**config.mk**
```make
export PLATFORM = sky130hd
export DESIGN_NAME = sensor_timing_top
export DESIGN_NICKNAME = d
export VERILOG_FILES = /design/src/tg_pkg.sv /design/src/sensor_timing_top.sv /design/src/line_readout_sequencer.sv /design/src/fot_sequencer.sv /design/src/frame_fsm.sv /design/src/phase_counter.sv
export SDC_FILE = /design/constraint.sdc
export NUM_CORES = 1
export LEC_CHECK = 0
export ABC_AREA = 1
export BUFFER_PORTS_ARGS = -buffer_cell sky130_fd_sc_hd__buf_2
export CAP_MARGIN = 20
export CORE_MARGIN = 3
export CORE_UTILIZATION = 60
export CTS_BUF_LIST = sky130_fd_sc_hd__clkbuf_4
export CTS_CLUSTER_SIZE = 16
export DETAILED_ROUTE_END_ITERATION = 7
export PLACE_DENSITY = 0.84
export SLEW_MARGIN = 10
export SYNTH_ARGS = -nofsm -noshare
export SYNTH_HDL_FRONTEND = slang
export SYNTH_SLANG_ARGS = --single-unit
```
**constraint.sdc**
```tcl
create_clock -name dig_clk -period 2.1 [get_ports dig_clk]
set_clock_uncertainty 0.05 [all_clocks]
set_input_delay 0.21 -clock dig_clk [delete_from_list [all_inputs] [get_ports dig_clk]]
set_output_delay 0.21 -clock dig_clk [all_outputs]
set_load 0.01 [all_outputs]
```
**src/tg_pkg.sv**
```systemverilog
package tg_pkg;

  // exposure length in dig_clk cycles
  typedef logic [15:0] exp_time_t;

  // row address or row count
  typedef logic [7:0] row_cnt_t;

  // cycle count inside a phase or a line
  typedef logic [11:0] phase_cnt_t;

  typedef enum logic [1:0] {
    st_idle,
    st_expose,
    st_fot,
    st_readout
  } frame_state_t;

  // cycles from a sampled frame_reg to inte rising
  localparam int EXPOSE_LEAD = 2;

  // FOT windows, counted from the first fot cycle
  localparam phase_cnt_t FOT_LEN         = 12'd3120;
  localparam phase_cnt_t FOT_PC_OFF      = 12'd2352;
  localparam phase_cnt_t FOT_S1_ON       = 12'd240;
  localparam phase_cnt_t FOT_S1_OFF      = 12'd2160;
  localparam phase_cnt_t FOT_TX_ON       = 12'd1440;
  localparam phase_cnt_t FOT_TX_OFF      = 12'd1920;
  localparam phase_cnt_t FOT_PGA_RST_ON  = 12'd2710;
  localparam phase_cnt_t FOT_PGA_RST_OFF = 12'd2910;

  // row clock width, same for both modes
  localparam phase_cnt_t LINE_CLK_RD_LEN = 12'd24;

  // 10-bit line
  localparam phase_cnt_t LINE_PGA_RST_OFF_10 = 12'd38;
  localparam phase_cnt_t LINE_RAMP_ON_10     = 12'd15;
  localparam phase_cnt_t LINE_RAMP_OFF_10    = 12'd126;
  localparam phase_cnt_t LINE_STORE_10       = 12'd127;
  localparam phase_cnt_t LINE_LEN_10         = 12'd129;

  // 12-bit line, longer ramp
  localparam phase_cnt_t LINE_PGA_RST_OFF_12 = 12'd192;
  localparam phase_cnt_t LINE_RAMP_ON_12     = 12'd44;
  localparam phase_cnt_t LINE_RAMP_OFF_12    = 12'd414;
  localparam phase_cnt_t LINE_STORE_12       = 12'd415;
  localparam phase_cnt_t LINE_LEN_12         = 12'd417;

endpackage
```
**src/sensor_timing_top.sv**
```systemverilog
module sensor_timing_top
  import tg_pkg::*;
(
  input  logic      dig_clk,
  input  logic      rst,
  input  logic      frame_reg,
  input  logic      bit_mode,
  input  exp_time_t exp_time,
  input  row_cnt_t  num_rows,
  output logic      inte,
  output logic      fot,
  output logic      rowdec_pc,
  output logic      rowdec_s1,
  output logic      rowdec_tx,
  output logic      pga_rst,
  output logic      rowdec_rd_en,
  output logic      rowdec_clk_rd,
  output logic      adc_en_ramp,
  output logic      adc_store,
  output row_cnt_t  row_addr
);

  logic       phase_start;
  logic       line_start;
  phase_cnt_t phase_cnt;
  logic       fot_pga_rst;
  logic       line_pga_rst;

  frame_fsm frame_fsm_inst (
    .dig_clk      (dig_clk),
    .rst          (rst),
    .frame_reg    (frame_reg),
    .bit_mode     (bit_mode),
    .exp_time     (exp_time),
    .num_rows     (num_rows),
    .phase_cnt    (phase_cnt),
    .phase_start  (phase_start),
    .line_start   (line_start),
    .inte         (inte),
    .fot          (fot),
    .rowdec_rd_en (rowdec_rd_en),
    .row_addr     (row_addr)
  );

  phase_counter phase_counter_inst (
    .dig_clk     (dig_clk),
    .rst         (rst),
    .phase_start (phase_start),
    .line_start  (line_start),
    .phase_cnt   (phase_cnt)
  );

  fot_sequencer fot_sequencer_inst (
    .dig_clk     (dig_clk),
    .rst         (rst),
    .fot         (fot),
    .phase_cnt   (phase_cnt),
    .rowdec_pc   (rowdec_pc),
    .rowdec_s1   (rowdec_s1),
    .rowdec_tx   (rowdec_tx),
    .fot_pga_rst (fot_pga_rst)
  );

  line_readout_sequencer line_readout_sequencer_inst (
    .dig_clk       (dig_clk),
    .rst           (rst),
    .rowdec_rd_en  (rowdec_rd_en),
    .bit_mode      (bit_mode),
    .phase_cnt     (phase_cnt),
    .rowdec_clk_rd (rowdec_clk_rd),
    .line_pga_rst  (line_pga_rst),
    .adc_en_ramp   (adc_en_ramp),
    .adc_store     (adc_store)
  );

  // one amplifier reset pin shared by FOT and readout
  assign pga_rst = fot_pga_rst || line_pga_rst;

endmodule

```
**src/line_readout_sequencer.sv**
```systemverilog
module line_readout_sequencer
  import tg_pkg::*;
(
  input  logic       dig_clk,
  input  logic       rst,
  input  logic       rowdec_rd_en,
  input  logic       bit_mode,
  input  phase_cnt_t phase_cnt,
  output logic       rowdec_clk_rd,
  output logic       line_pga_rst,
  output logic       adc_en_ramp,
  output logic       adc_store
);

  phase_cnt_t pga_rst_off;
  phase_cnt_t ramp_on;
  phase_cnt_t ramp_off;
  phase_cnt_t store_at;

  logic clk_rd_win;
  logic pga_win;
  logic ramp_win;
  logic store_hit;

  // window set for the selected conversion depth
  assign pga_rst_off = bit_mode ? LINE_PGA_RST_OFF_12 : LINE_PGA_RST_OFF_10;
  assign ramp_on     = bit_mode ? LINE_RAMP_ON_12     : LINE_RAMP_ON_10;
  assign ramp_off    = bit_mode ? LINE_RAMP_OFF_12    : LINE_RAMP_OFF_10;
  assign store_at    = bit_mode ? LINE_STORE_12       : LINE_STORE_10;

  assign clk_rd_win = (phase_cnt < LINE_CLK_RD_LEN);
  assign pga_win    = (phase_cnt < pga_rst_off);
  assign ramp_win   = (phase_cnt >= ramp_on) && (phase_cnt < ramp_off);

  // latch counter values right after the ramp
  assign store_hit  = (phase_cnt == store_at);

  always_ff @(posedge dig_clk) begin
    if (!rst) begin
      rowdec_clk_rd <= 1'b0;
      line_pga_rst  <= 1'b0;
      adc_en_ramp   <= 1'b0;
      adc_store     <= 1'b0;
    end else if (!rowdec_rd_en) begin
      rowdec_clk_rd <= 1'b0;
      line_pga_rst  <= 1'b0;
      adc_en_ramp   <= 1'b0;
      adc_store     <= 1'b0;
    end else begin
      rowdec_clk_rd <= clk_rd_win;
      line_pga_rst  <= pga_win;
      adc_en_ramp   <= ramp_win;
      adc_store     <= store_hit;
    end
  end

endmodule

```
**src/fot_sequencer.sv**
```systemverilog
module fot_sequencer
  import tg_pkg::*;
(
  input  logic       dig_clk,
  input  logic       rst,
  input  logic       fot,
  input  phase_cnt_t phase_cnt,
  output logic       rowdec_pc,
  output logic       rowdec_s1,
  output logic       rowdec_tx,
  output logic       fot_pga_rst
);

  logic pc_win;
  logic s1_win;
  logic tx_win;
  logic pga_win;

  // precharge runs from the start of FOT
  assign pc_win = (phase_cnt < FOT_PC_OFF);

  // row select, then charge transfer inside it
  assign s1_win = (phase_cnt >= FOT_S1_ON) && (phase_cnt < FOT_S1_OFF);
  assign tx_win = (phase_cnt >= FOT_TX_ON) && (phase_cnt < FOT_TX_OFF);

  // amplifier reset near the end of FOT
  assign pga_win = (phase_cnt >= FOT_PGA_RST_ON) && (phase_cnt < FOT_PGA_RST_OFF);

  always_ff @(posedge dig_clk) begin
    if (!rst) begin
      rowdec_pc   <= 1'b0;
      rowdec_s1   <= 1'b0;
      rowdec_tx   <= 1'b0;
      fot_pga_rst <= 1'b0;
    end else if (!fot) begin
      rowdec_pc   <= 1'b0;
      rowdec_s1   <= 1'b0;
      rowdec_tx   <= 1'b0;
      fot_pga_rst <= 1'b0;
    end else begin
      rowdec_pc   <= pc_win;
      rowdec_s1   <= s1_win;
      rowdec_tx   <= tx_win;
      fot_pga_rst <= pga_win;
    end
  end

endmodule

```
**src/frame_fsm.sv**
```systemverilog
module frame_fsm
  import tg_pkg::*;
(
  input  logic       dig_clk,
  input  logic       rst,
  input  logic       frame_reg,
  input  logic       bit_mode,
  input  exp_time_t  exp_time,
  input  row_cnt_t   num_rows,
  input  phase_cnt_t phase_cnt,
  output logic       phase_start,
  output logic       line_start,
  output logic       inte,
  output logic       fot,
  output logic       rowdec_rd_en,
  output row_cnt_t   row_addr
);

  frame_state_t state;
  frame_state_t state_nxt;

  // frame request delay, sets the lead to inte
  logic [EXPOSE_LEAD-1:0] req_pipe;

  // upper exposure bits beyond the shared counter
  logic [$bits(exp_time_t)-$bits(phase_cnt_t)-1:0] exp_hi;

  phase_cnt_t line_len;
  logic       req_take;
  logic       exp_done;
  logic       fot_done;
  logic       line_done;
  logic       last_row;

  assign line_len  = bit_mode ? LINE_LEN_12 : LINE_LEN_10;
  assign exp_done  = ({exp_hi, phase_cnt} == exp_time_t'(exp_time - 16'd1));
  assign fot_done  = (phase_cnt == FOT_LEN - 12'd1);
  assign line_done = (phase_cnt == line_len - 12'd1);
  assign last_row  = (row_addr == num_rows - 8'd1);

  // only one request in flight, and only from idle
  assign req_take = frame_reg && (state == st_idle) && (req_pipe == '0);

  always_ff @(posedge dig_clk) begin
    if (!rst) begin
      req_pipe <= '0;
    end else begin
      req_pipe <= {req_pipe[EXPOSE_LEAD-2:0], req_take};
    end
  end

  always_comb begin
    state_nxt = state;
    case (state)
      st_idle: begin
        if (req_pipe[EXPOSE_LEAD-1]) begin
          state_nxt = st_expose;
        end
      end
      st_expose: begin
        if (exp_done) begin
          state_nxt = st_fot;
        end
      end
      st_fot: begin
        if (fot_done) begin
          state_nxt = st_readout;
        end
      end
      st_readout: begin
        if (line_done && last_row) begin
          state_nxt = st_idle;
        end
      end
      default: begin
        state_nxt = st_idle;
      end
    endcase
  end

  // held in idle so the counter parks at zero
  assign phase_start = (state == st_idle) || (state_nxt != state);
  assign line_start  = (state == st_readout) && line_done && !last_row;

  always_ff @(posedge dig_clk) begin
    if (!rst) begin
      state        <= st_idle;
      inte         <= 1'b0;
      fot          <= 1'b0;
      rowdec_rd_en <= 1'b0;
    end else begin
      state        <= state_nxt;
      inte         <= (state_nxt == st_expose);
      fot          <= (state_nxt == st_fot);
      rowdec_rd_en <= (state_nxt == st_readout);
    end
  end

  // carry out of the 12-bit count while exposing
  always_ff @(posedge dig_clk) begin
    if (!rst) begin
      exp_hi <= '0;
    end else if (state != st_expose) begin
      exp_hi <= '0;
    end else if (phase_cnt == '1) begin
      exp_hi <= exp_hi + 1'b1;
    end
  end

  always_ff @(posedge dig_clk) begin
    if (!rst) begin
      row_addr <= '0;
    end else if (line_start) begin
      row_addr <= row_addr + 8'd1;
    end else if (state_nxt != st_readout) begin
      row_addr <= '0;
    end
  end

endmodule

```
**src/phase_counter.sv**
```systemverilog
module phase_counter
  import tg_pkg::*;
(
  input  logic       dig_clk,
  input  logic       rst,
  input  logic       phase_start,
  input  logic       line_start,
  output phase_cnt_t phase_cnt
);

  logic restart;

  // either strobe starts a new count on the next cycle
  assign restart = phase_start || line_start;

  always_ff @(posedge dig_clk) begin
    if (!rst) begin
      phase_cnt <= '0;
    end else if (restart) begin
      phase_cnt <= '0;
    end else begin
      // free running, wraps during long exposures
      phase_cnt <= phase_cnt + 12'd1;
    end
  end

endmodule

```
==> key figures, run 1 <==
Yosys
  – Warnings, synthesis: 0
  – Top cell type's share of synthesized area: 25.1%
  – FF+latch count, synth: 39
  – Top_reg_cell synth: dfxtp_1
  – Avg Inst Size Synth: around 6.6 um2
  – Post-synth top area cell: dfxtp_1
  – Post-synth ARST share: 0%
  – Largest cells by area after synthesis: dfxtp_1 (25%), nand2_1 (14%), nor2_1 (7.7%)
  – Gate Count Post-Synth: 473
  – Number of flops mapped to enable cells by yosys: 0
  – Post-synthesis sequential area ratio: 25.1%
  – Post-Syn Nets: 517
  – Yosys cell types: 40
  – Mapped Area: approximately 3100 um2

Global route
  – Largest net degree at the start of global routing: 13
  – Initial antenna violation count: 0
  – First-pass GRT wire length: between 10,000 and 15,000 um
  – Number of global-route vias before repair: ~2,900
  – Remaining Overflow, GRT: 0
  – Global-route usage over all layers: between 20% and 30%

Cells and area
  – Area grow syn2layout: 17.8%
  – Cell Count, Final, Fillers Out: 604
  – # nets final: 580
  – ANT cells: 0
  – Most frequent cells in the layout: nand2_1 (114), nor2_1 (63), inv_1 (58)
  – Commonest non-fill, non-tap cell in the layout: nand2_1
  – Layout cell share with drive strength beyond 1: 24.0%
  – Post-route cell area: 3660 um2

Hold path
  – Worst hold path endpoint: frame_fsm_inst.req_pipe[0]$_SDFF_PN0_
  – Hold Path Depth: 3
  – Worst Hold Class: in -> reg
  – Hold_sp: frame_reg

Timing
  – Fin. Hold Viols: 0
  – Relative slew slack: 63.3%
  – Final Slew Violations: 0
  – Highest clock rate: 511 MHz
  – Worst Tran Pin Value: 0.536 ns
  – Final worst setup slack: 0.143 ns
  – Setup-failing EPs final: 0
  – Post-layout min period: 1.96 ns
  – RSZ-0062 raised after global routing: false
  – Period utilisation layout: between 90% and 100%

Worst setup path
  – Worst Reg-to-Reg Cells: 10
  – Reg-to-Reg Start: phase_counter_inst.phase_cnt[5]$_SDFF_PP0_
  – CP Class: reg -> reg
  – CP required: 2.35 ns
  – Crit start category: flip-flop
  – R2R Path End: phase_counter_inst.phase_cnt[0]$_SDFF_PP0_
  – Worst-path fanout max: 12
  – Setup crit end kind: flip-flop
  – Flop-to-flop setup slack: 0.14 ns
  – Data arrival time of the worst path: 2.21 ns

Drt
  – Residual DRC count: 0
  – DRT Pass-1 Iters: 5
  – Vias per std cell: 5.20
  – ANT nets after route: 0
  – WL per Instance: 12.2 um
  – Initial drt markers: 193
  – Via count: 3,141
  – Routed WL: 7390 um

Placement
  – Post-place setup slack: -0.0429 ns
  – I/O Buffers: 45
  – Final RePlAce weighted congestion: 0.934
  – Placed inst area: around 3500 um2
  – HPWL after DPL: between 5000 and 6000 um
  – Cells after DPL: between 500 and 600

Pwr
  – Peak supply drop: 0.000689 V
  – Comb pwr share: 27.6%
  – Cell Pwr Density: 551 nW/um2
  – Reg power frac: 40.5%
  – Sw Share: 31.3%
  – Leak: 0.00170 uW
  – Clock network power share: roughly a third
  – Pint: between 1000 and 1500 uW
  – NetSw: 631 uW

Floorplan
  – I/O pin total: 46
  – FP Rows: 25
  – Die W: 78.0 um
  – Area of the core: roughly 4800 um2
  – DIE HEIGHT: 78.0 um
  – Starting Density: ~64%
  – Die area: 6080 um2

Clock network
  – CTS Buffer Depth: 2
  – CTS sink count: 39
  – Clk_lat worst skew: roughly 0.36 ns
  – CTS H-tree lvls: 2
  – Root Driver: clkbuf_4
  – CTS buffer count: 5
  – CTS tree: done
  – Clock transition at path regs: 0.12 ns
  – Post-CTS Hold Fix Bufs: 0

Status
  – Status: finished, final reports clean

Flow run
  – MaxCap Viol Count: 0
==> repair_timing <==
| action | in CTS | in global routing |
|---|---|---|
| resized for setup | 0 | 11 |
| setup endpoints to repair | 0 | 13 |
| setup buffers | 0 | 1 |
==> Yosys cell counts, types with 2 or more instances <==
library cell,number
o211ai_1,2
nor2_2,19
nor4_1,4
or2_2,4
nand4_1,9
nand3b_1,4
nor3b_1,2
a21oi_1,16
inv_1,58
nor2_4,3
nand3_1,22
a211oi_1,2
inv_2,8
xor2_1,25
nand2_1,115
ha_1,16
nand3_2,3
nand2_2,4
nor2_1,64
o21ai_0,5
buf_2,6
clkinv_1,2
nor3_1,12
xnor2_1,14
dfxtp_1,39
==> state kept, by name, summed over array words and instances, names as in the netlist, 2 cells and up <==
| signal | count |
|---|---|
| frame_fsm_inst.exp_hi | 4 |
| frame_fsm_inst.req_pipe | 2 |
| frame_fsm_inst.row_addr | 8 |
| frame_fsm_inst.state | 2 |
| phase_counter_inst.phase_cnt | 12 |
==> final cells by class <==
type,count,area [um2]
Timing Repair Buffer,64,380
Sequential cell,39,788
Clock inverter,2,60.1
Tap cell,67,83.8
Clock buffer,6,45.0
Inverter,68,255
Fill cell,387,1190
Multi-Input combinational cell,358,2050
==> routing by layer <==
layer	GRT usage [%]	part of all wire, %	up-vias
met5	0	0	-
li1	-	-	1618
met1	32.1	43	1399
met3	3.83	6.1	13
met4	6.82	1.3	0
met2	45.2	49	111
==> stage by stage <==
stage	hold slack [ns]	total power [uW]	utilization [%]	TNS, ns
floorplan	0.292	1200	-	0
global route	0.0509	2140	75.5	0
global placement	0.356	1360	72.6	0
detailed placement	0.362	1370	72.6	-0.206
finish	0.0220	2020	75.5	0
CTS	0.0108	2010	74.8	0
==> worst max path at each step <==
stage / start / end / slack (ns) / cells past startpoint
after floorplan: phase_counter_inst.phase_cnt[1]$_SDFF_PP0_ / phase_counter_inst.phase_cnt[5]$_SDFF_PP0_ / 0.30 / 11
after global placement: num_rows[0] / phase_counter_inst.phase_cnt[0]$_SDFF_PP0_ / 0.06 / 16
after detailed placement: num_rows[0] / phase_counter_inst.phase_cnt[0]$_SDFF_PP0_ / -0.04 / 16
after CTS: phase_counter_inst.phase_cnt[1]$_SDFF_PP0_ / phase_counter_inst.phase_cnt[0]$_SDFF_PP0_ / 0.02 / 11
after global routing: phase_counter_inst.phase_cnt[5]$_SDFF_PP0_ / phase_counter_inst.phase_cnt[0]$_SDFF_PP0_ / 0.007 / 10
final: phase_counter_inst.phase_cnt[5]$_SDFF_PP0_ / phase_counter_inst.phase_cnt[0]$_SDFF_PP0_ / 0.14 / 10
==> power by group through the flow <==
stage	registers, uW	clock network [uW]	logic [uW]
global placement	833	0	525
global route	823	692	621
finish	817	643	557
detailed placement	833	0	540
floorplan	837	0	361
CTS	817	651	547
==> cells by family after synthesis <==
logic type | synth area share [%]
DFF | 25.1
and+or+nand+nor | 40.4
adders and majority gates | 6.44
buffers and inverters | 9.66
AOI/OAI and AO/OA | 6.68
xor gates and xnor gates | 11.7
==> worst max-delay path: stages (launching register included) <==
cell     delay (ns)
dfxtp_2        0.35
ha_1           0.28
nand4_1        0.12
nor4_4         0.32
nand3_2        0.13
a21oi_2        0.19
nand2_2        0.10
nand3_2        0.07
nand2_2        0.06
buf_12         0.15
nor2_1         0.09
Power figures use the tool's default switching activity.
==> run 2, diff against run 1 <==
CORE_MARGIN = 2   (was 3)
MAX_ROUTING_LAYER = met4   (was not set)
PLACE_DENSITY = 0.92   (was 0.84)
==> run 2 against run 1 <==
  * Non-clock buffer count grew 1
  * Cell area fell by 1.3%
  * Utilization shrank 3.9 points
  * Hold slack better by 0.024 ns
  * Sequential share of layout area rose by 0.29 points
==> key figures, run 2 (synthesis results as in run 1) <==
Status
  – Status: finished, final reports clean

Worst setup path
  – Setup crit end kind: flip-flop
  – Crit start category: flip-flop
  – Worst-path fanout max: 12
  – CP required: about 2.3 ns
  – Data arrival time of the worst path: 2.20 ns
  – CP Class: reg -> reg

Cells and area
  – Top flop regs: phase_counter_inst.phase_cnt (12), frame_fsm_inst.row_addr (8), frame_fsm_inst.exp_hi (4)
  – Post-route cell area: 3610 um2
  – Max FFs per register: 12
  – Filler cells: 398
  – # nets final: between 500 and 600
  – Most flops, register: phase_counter_inst.phase_cnt
  – Area grow syn2layout: 16.2%
  – Area occupied by multi-input gates: 2040 um2
  – Layout Utilization: a little under three quarters
  – FF+latch area: 788 um2
  – Commonest non-fill, non-tap cell in the layout: nand2_1
  – Layout cell share with drive strength beyond 1: 23.6%
  – Most frequent cells in the layout: nand2_1 (115), nor2_1 (64), inv_1 (58)
  – ANT cells: 0

Floorplan
  – Starting Density: 61.6%
  – Area of the core: 5040 um2
  – Die W: between 70 and 80 um
  – FP Rows: 26
  – Die area: 5770 um2
  – I/O pin total: 46
  – DIE HEIGHT: 76.0 um

Global route
  – Remaining Overflow, GRT: 0
  – Initial antenna violation count: 0
  – Number of global-route vias before repair: 3,115
  – Global-route usage over all layers: 27.4%
  – Largest net degree at the start of global routing: 13
  – First-pass GRT wire length: 13,100 um

Pwr
  – Cell Pwr Density: 495 nW/um2
  – Comb pwr share: 31.8%
  – NetSw: 618 uW
  – Peak supply drop: about 0.00063 V
  – Total power: 1790 uW
  – Reg power frac: 46.0%
  – Leak: 0.00168 uW
  – Clock network power share: around 22%
  – Pint: 1170 uW
  – Sw Share: around a third

Timing
  – Worst Tran Pin Value: roughly 0.46 ns
  – Post-layout min period: 1.98 ns
  – Relative slew slack: between 60% and 70%
  – Period utilisation layout: approximately 94%
  – RSZ-0062 raised after global routing: true
  – Final Slew Violations: 0
  – Final setup TNS: 0 ns
  – Hold WS: approximately 0.046 ns
  – Highest clock rate: 506 MHz
  – Setup-failing EPs final: 0
  – Fin. Hold Viols: 0

Clock network
  – Post CTS Setup Buffer Count: 0
  – CTS tree: done
  – Root Driver: clkbuf_4
  – Clk_lat worst skew: 0.35 ns
  – Cts repair resizes: 0
  – Post-CTS Hold Fix Bufs: 0
  – CTS Buffer Depth: 2
  – CTS buffer count: 5
  – Clock transition at path regs: 0.12 ns
  – CTS sink count: 39
  – CTS H-tree lvls: 2

Flow run
  – MaxCap Viol Count: 0

Placement
  – I/O Buffers: 45
  – Final RePlAce weighted congestion: about 0.94
  – Placed inst area: around 3500 um2
  – HPWL after DPL: ~6000 um

Drt
  – Via count: 3,167
  – DRT Pass-1 Iters: 6
  – WL per Instance: 12.0 um
  – Initial drt markers: about 220
  – ANT nets after route: 0
  – Routed WL: 7300 um
  – Vias per std cell: 5.21
  – Residual DRC count: 0

Hold path
  – Worst Hold Class: in -> reg
## run 2: cell count changes in the layout (fill, tap and decap cells not counted)
| cell | change |
|---|---|
| clkinv_2 | +1 |
| clkbuf_4 | +1 |
| nor2_2 | -1 |
| bufinv_16 | -2 |
| nand2_2 | -1 |
| nand2_1 | +1 |
| buf_4 | +1 |
| o41ai_1 | +1 |
| o41ai_2 | -1 |
| nor2_1 | +1 |
## run 2: critical path, cell delays in order, from the launching register on
cell     delay (ns)
dfxtp_1        0.33
ha_1           0.30
nand4_1        0.14
nor4_4         0.34
nand3_2        0.13
a21oi_2        0.16
nand2_2        0.08
nand3_2        0.06
nand2_2        0.06
buf_12         0.15
nor2_1         0.10
## run 2: area by class of cell
cell class | instances | share of cell area [%]
Clock inverter | 1 | 0.139
Timing Repair Buffer | 65 | 10.7
Clock buffer | 7 | 1.45
Multi-Input combinational cell | 358 | 56.4
Inverter | 68 | 7.07
Sequential cell | 39 | 21.8
Tap cell | 70 | 2.42
## run 2: worst paths after layout
kind,from,endpoint,depth (start not counted),slack (ns)
min reg2reg,frame_fsm_inst.req_pipe[0]$_SDFF_PN0_,frame_fsm_inst.req_pipe[0]$_SDFF_PN0_,1,0.39
min,frame_reg,frame_fsm_inst.req_pipe[0]$_SDFF_PN0_,3,0.05
max reg2reg,phase_counter_inst.phase_cnt[5]$_SDFF_PP0_,phase_counter_inst.phase_cnt[1]$_SDFF_PP0_,10,0.12
max,phase_counter_inst.phase_cnt[5]$_SDFF_PP0_,phase_counter_inst.phase_cnt[1]$_SDFF_PP0_,10,0.12
## run 2: routing by layer
layer | vias up | GRT usage, % | routed length, um
met5 | - | - | 0
met4 | 0 | 7.64 | 87
met3 | 14 | 4.03 | 400
met2 | 111 | 47.9 | 3690
met1 | 1425 | 33.0 | 3130
li1 | 1617 | - | -
## run 2: stage by stage
stage / instances / worst slack, ns
final: 608 / 0.123
after global routing: 608 / -0.0314
after CTS: 608 / 0.0412
after detailed placement: 600 / -0.0284
after global placement: 600 / 0.119
after floorplan: 473 / 0.301
## run 2: power by group through the flow
stage               sequential (uW)  clock, uW  combinational [uW]
floorplan                       837          0                 361
global placement                835          0                 535
detailed placement              837          0                 557
CTS                             820        403                 561
global route                    828        440                 646
finish                          822        397                 567
==> run 3, diff against run 2 <==
ABC_AREA = not set   (was 1)
CORE_UTILIZATION = 59   (was 60)
PLACE_DENSITY = 0.91   (was 0.92)
==> run 3 against run 2 <==
  * The flow now finishes with violations (DRC, setup timing)
  * Fmax shrank 22%
  * Cell area grew 26%
  * Utilization grew 19 points
  * Sequential power shrank 9.1%
  * Critical path type unchanged
  * Critical endpoint is now phase_counter_inst.phase_cnt[6]$_SDFF_PP0_
  * Highest routed layer unchanged
==> key figures, run 3 <==
Timing
  – Relative slew slack: between 60% and 70%
  – Hold WS: 0.0840 ns
  – Period utilisation layout: 121%
  – Final worst setup slack: -0.431 ns
  – Fin. Hold Viols: 0
  – Highest clock rate: 395 MHz
  – Post-layout min period: 2.53 ns
  – Worst Tran Pin Value: 0.574 ns
  – RSZ-0062 raised after global routing: true
  – Setup-failing EPs final: 28
  – Final Slew Violations: 0

Cells and area
  – Most frequent cells in the layout: buf_4 (94), buf_2 (46), dfxtp_1 (31)
  – Layout cell share with drive strength beyond 1: between 40% and 50%
  – Filler cells: 176
  – Commonest non-fill, non-tap cell in the layout: buf_4
  – Post-route cell area: 4570 um2
  – Area grow syn2layout: 49.5%
  – # nets final: 573
  – ANT cells: 0
  – Most flops, register: phase_counter_inst.phase_cnt
  – Max FFs per register: 12
  – Layout Utilization: between 90% and 100%
  – Top flop regs: phase_counter_inst.phase_cnt (12), frame_fsm_inst.row_addr (8), frame_fsm_inst.exp_hi (4)

Global route
  – First-pass GRT wire length: 21,600 um
  – Initial antenna violation count: 0
  – Global-route usage over all layers: 48.1%
  – Remaining Overflow, GRT: 0
  – Number of global-route vias before repair: 4,109
  – Largest net degree at the start of global routing: 13

Floorplan
  – DIE HEIGHT: 76.0 um
  – FP Rows: 26
  – Die W: 76.0 um
  – Die area: 5770 um2
  – Area of the core: between 5000 and 6000 um2
  – Starting Density: 60.6%
  – I/O pin total: 46

Status
  – Status: finished with violations
  – Violated checks: DRC, setup timing

Clock network
  – CTS Buffer Depth: 2
  – Root Driver: clkbuf_4
  – CTS buffer count: 5
  – Clk_lat worst skew: 0.39 ns
  – CTS sink count: 39
  – CTS tree: done
  – CTS H-tree lvls: 2
  – Clock transition at path regs: 0.15 ns
  – Post-CTS Hold Fix Bufs: 0

Yosys
  – Post-synthesis sequential area ratio: between 20 and 30%
  – Post-synth ARST share: 0%
  – Yosys cell types: 59
  – Avg Inst Size Synth: just under 8 um2
  – Mapped Area: roughly 3000 um2
  – Top cell type's share of synthesized area: 25.6%
  – Largest cells by area after synthesis: dfxtp_1 (26%), xnor2_1 (7.5%), ha_1 (6.6%)
  – Post-Syn Nets: approximately 440
  – FF+latch count, synth: 39
  – Gate Count Post-Synth: 395
  – Post-synth top area cell: dfxtp_1
  – Number of flops mapped to enable cells by yosys: 0
  – Warnings, synthesis: 0
  – Top_reg_cell synth: dfxtp_1
  – Commonest cells in the netlist: dfxtp_1 (39), nand2_1 (28), nand3_1 (26), xnor2_1 (26), nor2_1 (25)
  – Most frequent cell after synthesis: dfxtp_1

Worst setup path
  – Flop-to-flop setup slack: -0.43 ns
  – CP Class: reg -> reg
  – Data arrival time of the worst path: 2.75 ns
  – Reg-to-Reg Start: frame_fsm_inst.exp_hi[1]$_SDFFE_PP0N_
  – Most Frequent Cell on Critical Path: a211oi_2
  – Max incr delay on CP: 0.46 ns
  – Worst-path fanout max: 5
  – R2R Path End: phase_counter_inst.phase_cnt[6]$_SDFF_PP0_
  – Worst path cell trace: or3b_4 > a2111o_1 > a211oi_2 > o22ai_2 > buf_4 > nor4_4 > buf_6 > a211oi_2
  – Setup crit end kind: flip-flop
  – Crit start category: flip-flop
  – Worst Path Buf+Inv: 2
  – Worst Reg-to-Reg Cells: 8
  – Cell family with most CP delay: compound AO/OA/AOI/OAI gates
  – Max stage delay cell, worst path: a2111o_1
  – CP required: 2.32 ns

Drt
  – ANT nets after route: 0
  – Routed WL: 16,500 um
  – Residual DRC count: 102
  – Vias per std cell: ~7.6
  – DRT Pass-1 Iters: 8
  – Via count: ~4,600
  – WL per Instance: between 20 and 30 um
  – Initial drt markers: around 1,100

Flow run
  – MaxCap Viol Count: 0

Pwr
  – Cell Pwr Density: 393 nW/um2
  – Leak: approximately 0.0018 uW
  – Peak supply drop: around 0.00058 V

Hold path
  – Hold Path Depth: 3
  – Worst hold path endpoint: frame_fsm_inst.req_pipe[0]$_SDFF_PN0_
  – Hold_sp: frame_reg
  – Worst Hold Class: in -> reg

Placement
  – Post-place setup slack: -0.517 ns
  – Placed inst area: 3990 um2
  – HPWL after DPL: 7730 um
  – I/O Buffers: between 40 and 50
  – Final RePlAce weighted congestion: 0.997
-- run 3: cell types whose count changed after synthesis, sizes merged, moves of 12 or more --
cell / delta
inv: -43
nand2: -91
nor2: -61
o21ai: +12
xnor2: +12
xor2: -16
-- run 3: what timing repair did --
item | 4_1_cts | 5_1_grt
resized for setup | 45 | 43
endpoints found under the setup margin | 26 | 28
pin swaps | 22 | 16
setup buffers | 5 | 8
gates cloned | 0 | 1
-- run 3: final cells by class --
type / instances / area, um2 / share of cell area [%]
repair buffers: 147 / 1020 / 22.3
flip-flops and latches: 39 / 793 / 17.4
clock inverters: 2 / 60.1 / 1.32
inverters: 23 / 88.8 / 1.95
multi-input cells: 313 / 2470 / 54.2
clock buffers: 6 / 45.0 / 0.986
well taps: 70 / 87.6 / 1.92
-- run 3: kinds of logic after synthesis --
kind of cell    share of synthesized area [%]
compound gates                           17.7
fa+ha+maj                                6.55
mux                                      1.31
flops                                    25.6
buf+inv                                  6.31
xor+xnor                                 10.0
simple gates                             32.5
-- run 3: how the worst max path moves through the flow --
stage                                               start                                         end  cells past startpoint  slack, ns
2_1_floorplan                                 exp_time[0]               frame_fsm_inst.fot$_SDFF_PN0_                      9      -0.38
3_3_place_gp                                  exp_time[1]               frame_fsm_inst.fot$_SDFF_PN0_                      9      -0.43
3_5_place_dp                                  exp_time[1]               frame_fsm_inst.fot$_SDFF_PN0_                      9      -0.52
4_1_cts             frame_fsm_inst.exp_hi[1]$_SDFFE_PP0N_               frame_fsm_inst.fot$_SDFF_PN0_                      6      -0.22
5_1_grt        phase_counter_inst.phase_cnt[3]$_SDFF_PP0_          frame_fsm_inst.state[0]$_SDFF_PN0_                      9      -0.42
6_report            frame_fsm_inst.exp_hi[1]$_SDFFE_PP0N_  phase_counter_inst.phase_cnt[6]$_SDFF_PP0_                      8      -0.43
-- run 3: worst reg2reg max path: stages (launching register included) --
cell and delay [ns]:
dfxtp_2 0.37, or3b_4 0.39, a2111o_1 0.46, a211oi_2 0.31
o22ai_2 0.14, buf_4 0.16, nor4_4 0.24, buf_6 0.18
a211oi_2 0.12
-- run 3: report_power, final --
part / internal, uW / switching, uW / total, uW
sequential: 744 / 3.07 / 747
combinational: 153 / 204 / 357
clock: 384 / 304 / 689
-- run 3: per-stage QoR --
step / std cells / total power, uW / TNS, ns
global placement: 579 / 1020 / -6.96
global route: 600 / 1830 / -8.20
CTS: 592 / 1690 / -1.97
finish: 600 / 1790 / -7.95
detailed placement: 579 / 1030 / -8.66
floorplan: 395 / 900 / -5.31
-- run 3: layer usage --
| layer | share of wire (%) | track usage (%) | vias to the layer above |
|---|---|---|---|
| met4 | 12 | 32.7 | 0 |
| met5 | 0 | - | - |
| met2 | 41 | 75.0 | 580 |
| li1 | - | - | 1710 |
| met3 | 16 | 15.6 | 292 |
| met1 | 31 | 52.4 | 1982 |
